`src/ufiPkg.sv`:
```
// UFI memory bus shared definitions
// Bus widths, bank geometry and the dual view of the bus address
`default_nettype none

package ufiPkg;

	// ----------------------------------------
	// Bus geometry
	// ----------------------------------------
	localparam int ufiBusWidth   = 32;  // Data word width
	localparam int ufiAdrsBits   = 10;  // Full bus address

	// ----------------------------------------
	// Bank geometry
	// ----------------------------------------
	localparam int ufiBankCount  = 4;   // RAM banks on the slave bus
	localparam int ufiBankBits   = 2;   // Bank select field
	localparam int ufiOffsetBits = 8;   // Word offset inside one bank
	localparam int ufiBankWords  = 1 << ufiOffsetBits; // Depth per bank

	// Bus address, seen flat by masters and split by the banks
	// Bank field sits on top, offset below
	typedef union packed
	{
		logic [ufiAdrsBits-1:0] flat;    // Whole address
		struct packed
		{
			logic [ufiBankBits-1:0]   bank;   // Upper bits pick the bank
			logic [ufiOffsetBits-1:0] offset; // Word inside the bank
		} split;
	} ufiAdrs_u;

endpackage

`default_nettype wire

```
`src/ufiReadReturn.sv`:
```
// UFI read return
// Picks the one strobing bank and registers its word to the masters
`default_nettype none

module ufiReadReturn
	import ufiPkg::*;
(
	input  logic                                     iUfiClk,
	input  logic                                     arstN,
	// From the banks
	input  logic [ufiBankCount-1:0][ufiBusWidth-1:0] bankRd,
	input  logic [ufiBankCount-1:0]                  bankREd,
	// To the masters
	output logic [ufiBusWidth-1:0]                   rd,
	output logic                                     rdEd
);

	// ----------------------------------------
	// Bank select
	// ----------------------------------------
	logic [ufiBusWidth-1:0] selRd;
	logic                   anyREd;

	// At most one strobe per cycle, so OR is enough
	always_comb
	begin
		selRd = '0;
		for (int i = 0; i < ufiBankCount; i++)
		begin
			selRd = selRd | (bankRd[i] & {ufiBusWidth{bankREd[i]}});
		end
	end

	assign anyREd = |bankREd;

	// ----------------------------------------
	// Output registers
	// ----------------------------------------
	always_ff @(posedge iUfiClk)
	begin
		if (anyREd)
		begin
			rd <= selRd;   // Last word stays on rd
		end
	end

	always_ff @(posedge iUfiClk or negedge arstN)
	begin
		if (!arstN)
		begin
			rdEd <= 1'b0;
		end
		else
		begin
			rdEd <= anyREd;
		end
	end

endmodule

`default_nettype wire

```
`config.mk`:
```
export PLATFORM = sky130hd
export DESIGN_NAME = ufiReadReturn
export DESIGN_NICKNAME = d
export VERILOG_FILES = /design/src/ufiPkg.sv /design/src/ufiReadReturn.sv
export SDC_FILE = /design/constraint.sdc
export NUM_CORES = 1
export LEC_CHECK = 0
export ABC_AREA = 1
export BUFFER_PORTS_ARGS = -buffer_cell sky130_fd_sc_hd__buf_2
export CAP_MARGIN = 10
export CORE_UTILIZATION = 41
export CTS_CLUSTER_DIAMETER = 40
export DETAILED_ROUTE_END_ITERATION = 10
export GPL_ROUTABILITY_DRIVEN = 0
export PLACE_DENSITY = 0.81
export SYNTH_ARGS = -nofsm -noshare
export SYNTH_HDL_FRONTEND = slang
export SYNTH_SLANG_ARGS = --single-unit
```
`constraint.sdc`:
```
create_clock -name iUfiClk -period 0.8 [get_ports iUfiClk]
set_input_delay 0.04 -clock iUfiClk [delete_from_list [all_inputs] [get_ports iUfiClk]]
set_output_delay 0.04 -clock iUfiClk [all_outputs]
set_load 0.02 [all_outputs]
```
==> results by group <==
Yosys
  • Synthesized flop and latch total: 33
  • Synth Area in XOR/XNOR: 0
  • Synthesized area: 2330 um2
  • Yosys warning total: 0
  • Simple-gate share of the synthesized area: 0.388
  • Post-synthesis compound-gate area fraction: 0
  • Combinational family with the most area after synthesis: simple AND/OR/NAND/NOR gates
  • Synth Instances: 340
  • Netlist cell types: 8
  • Mux cell area share after synthesis: 0
  • Adder-cell share of the synthesized area: 0
  • Sequential share of the synthesized area: 0.424
  • Syn Nets: ~470
  • Syn_area_per_cell: just under 7 um2

Floorplanning
  • Die area: around 6000 um2
  • Core Area: approximately 5500 um2
  • Ports: about 170
  • Initial core utilization: 0.425
  • Vert. Die Dim: 77.3 um
  • Die X: about 77 um
  • # rows: 27

Run status
  • Outcome: finished, violations left
  • Failing checks: setup timing

CTS
  • Max Root-Sink Buffers: 2
  • Clk root buf: clkbuf_8
  • CTS Buf Count: 5
  • CTS clock-pin slew for the worst setup and hold paths: around 0.060 ns
  • Clock sink total: 33
  • H-Tree Depth: 2
  • TritonCTS clock tree: done

Worst setup path
  • Slowest CP cell: edfxtp_1
  • Largest delay share family, worst path: flip-flops
  • Critical Path Source Type: flop
  • CP endpoint kind: output port
  • Max FO, Critical Path: 1
  • CP max stage delay: between 0.4 and 0.5 ns
  • Worst Path Buf+Inv: 1
  • WS Path Type: reg2out
  • Worst endpoint required time: about 0.76 ns
  • Cells along the critical path: buf_6
  • Worst EP arrival: ~0.83 ns

Power
  • Maximum VDD drop: approximately 0.79 mV
  • Leak Pwr: approximately 2.1 nW
  • Pwr Density: about 1400 nW/um2

Final layout
  • Post-Layout Inst Area: 3460 um2
  • Final net count: 640
  • Final instance count without filler cells: approximately 580
  • Most frequent cells in the layout: nand2_1, buf_2, inv_1, edfxtp_1, buf_6
  • Proportion of layout cells with a drive suffix above 1: 0.402
  • Layout area overhead: 48.7%
  • Commonest non-fill, non-tap cell in the layout: nand2_1
  • Diode count: 0
  • Post-layout util: 0.632

STA
  • Worst slew pin tran: around 0.27 ns
  • PnR worst setup slack: -0.0667 ns
  • Rel. slew slack: 0.822
  • Tcrit/Tclk final: 1.08
  • Unrepaired setup endpoints after global routing: true
  • Fin. Hold Viols: 0
  • Min Tclk post-route: about 0.87 ns
  • Final setup violation count: 33
  • Fmax: roughly 1200 MHz
  • Hold Worst Slack: about 0.074 ns
  • Final Max Tran Viols: 0

Placement
  • Cell Area, Placed: about 3200 um2
  • Port bufs: about 170
  • DP HPWL: about 4600 um
  • Cell total after placement: 570

Detailed routing
  • Wire length per cell: 10.6 um
  • Via count: 2,463
  • Initial DRT Pass Iterations: 4
  • 1st-iter DRT viols: 69
  • Final WL: 6120 um
  • DRC Markers: 0
  • Post-DRT Antenna Nets: 0
  • Via/cell ratio: between 4 and 5

Global routing
  • GRT Residual Overflow: 0
  • Largest net degree at the start of global routing: 34
  • Vias in the first global route: 2,260
  • First-pass GRT wire length: slightly below 10,000 um
  • GRT Total Usage: 0.205
  • Initial antenna violation count: 0

Job
  • Max_cap viols: 0

Hold path
  • Worst Hold Class: in2async
metrics by stage:
| step | total power, mW | setup WS (ns) | TNS, ns |
|---|---|---|---|
| 6_report | 4.89 | -0.0667 | -1.31 |
| 5_1_grt | 5.17 | -0.103 | -2.32 |
| 4_1_cts | 4.83 | -0.0793 | -1.72 |
| 3_5_place_dp | 3.57 | -0.0636 | -2.76 |
| 3_3_place_gp | 3.54 | -0.0455 | -1.28 |
| 2_1_floorplan | 3.00 | -0.0591 | -1.89 |
Yosys cell counts, drive strengths merged:
cell type,count,area (um2)
buf,16,198
dfrtp,1,25.0
edfxtp,32,961
inv,64,240
nand2,225,895
nor2,2,7.51
report_power, final:
group | switching, mW | internal [mW] | total (mW)
clock | 0.559 | 0.602 | 1.16
combinational | 0.792 | 0.753 | 1.54
sequential | 0.0784 | 2.11 | 2.19
total | 1.43 | 3.46 | 4.89
state kept, by name (all words and copies together), names as in the netlist:
signal,count
rd,32
rdEd,1
logic make-up after synthesis:
kind of cell	Yosys count
AND/OR/NAND/NOR	227
flip-flops	33
buffers and inverters	80
metal layers:
metal,GRT usage,vias up,part of all wire,wire length [um]
li1,-,1304,-,-
met1,0.208,1059,0.38,2290
met2,0.407,96,0.55,3350
met3,0.0440,4,0.067,411
met4,0.0642,0,0.0098,60
met5,0,-,0,0
area by class of cell:
class,instances,area (um2)
multi-input combinational,227,933
clock inverter,2,10.0
inverter,64,240
sequential,33,986
clock buffer,6,72.6
tap,72,90.1
timing repair buffer,175,1130
fill,491,2010
timing repair:
item / CTS / global route
resized for setup: 22 / 30
setup buffers: 0 / 0
hold endpoints to repair: 1 / 0
setup endpoints to repair: 33 / 33
hold buffers: 1 / 0
path summary, 6_finish.rpt:
check / start / endpoint / cells past startpoint
max: rd[23] / rd[23] / 1
min: arstN / rdEd / 2
max in group asynchronous: arstN / rdEd / 2
min in group iUfiClk: bankRd[42] / rd[10] / 5
Note: power is estimated with default switching activity, not from simulation.
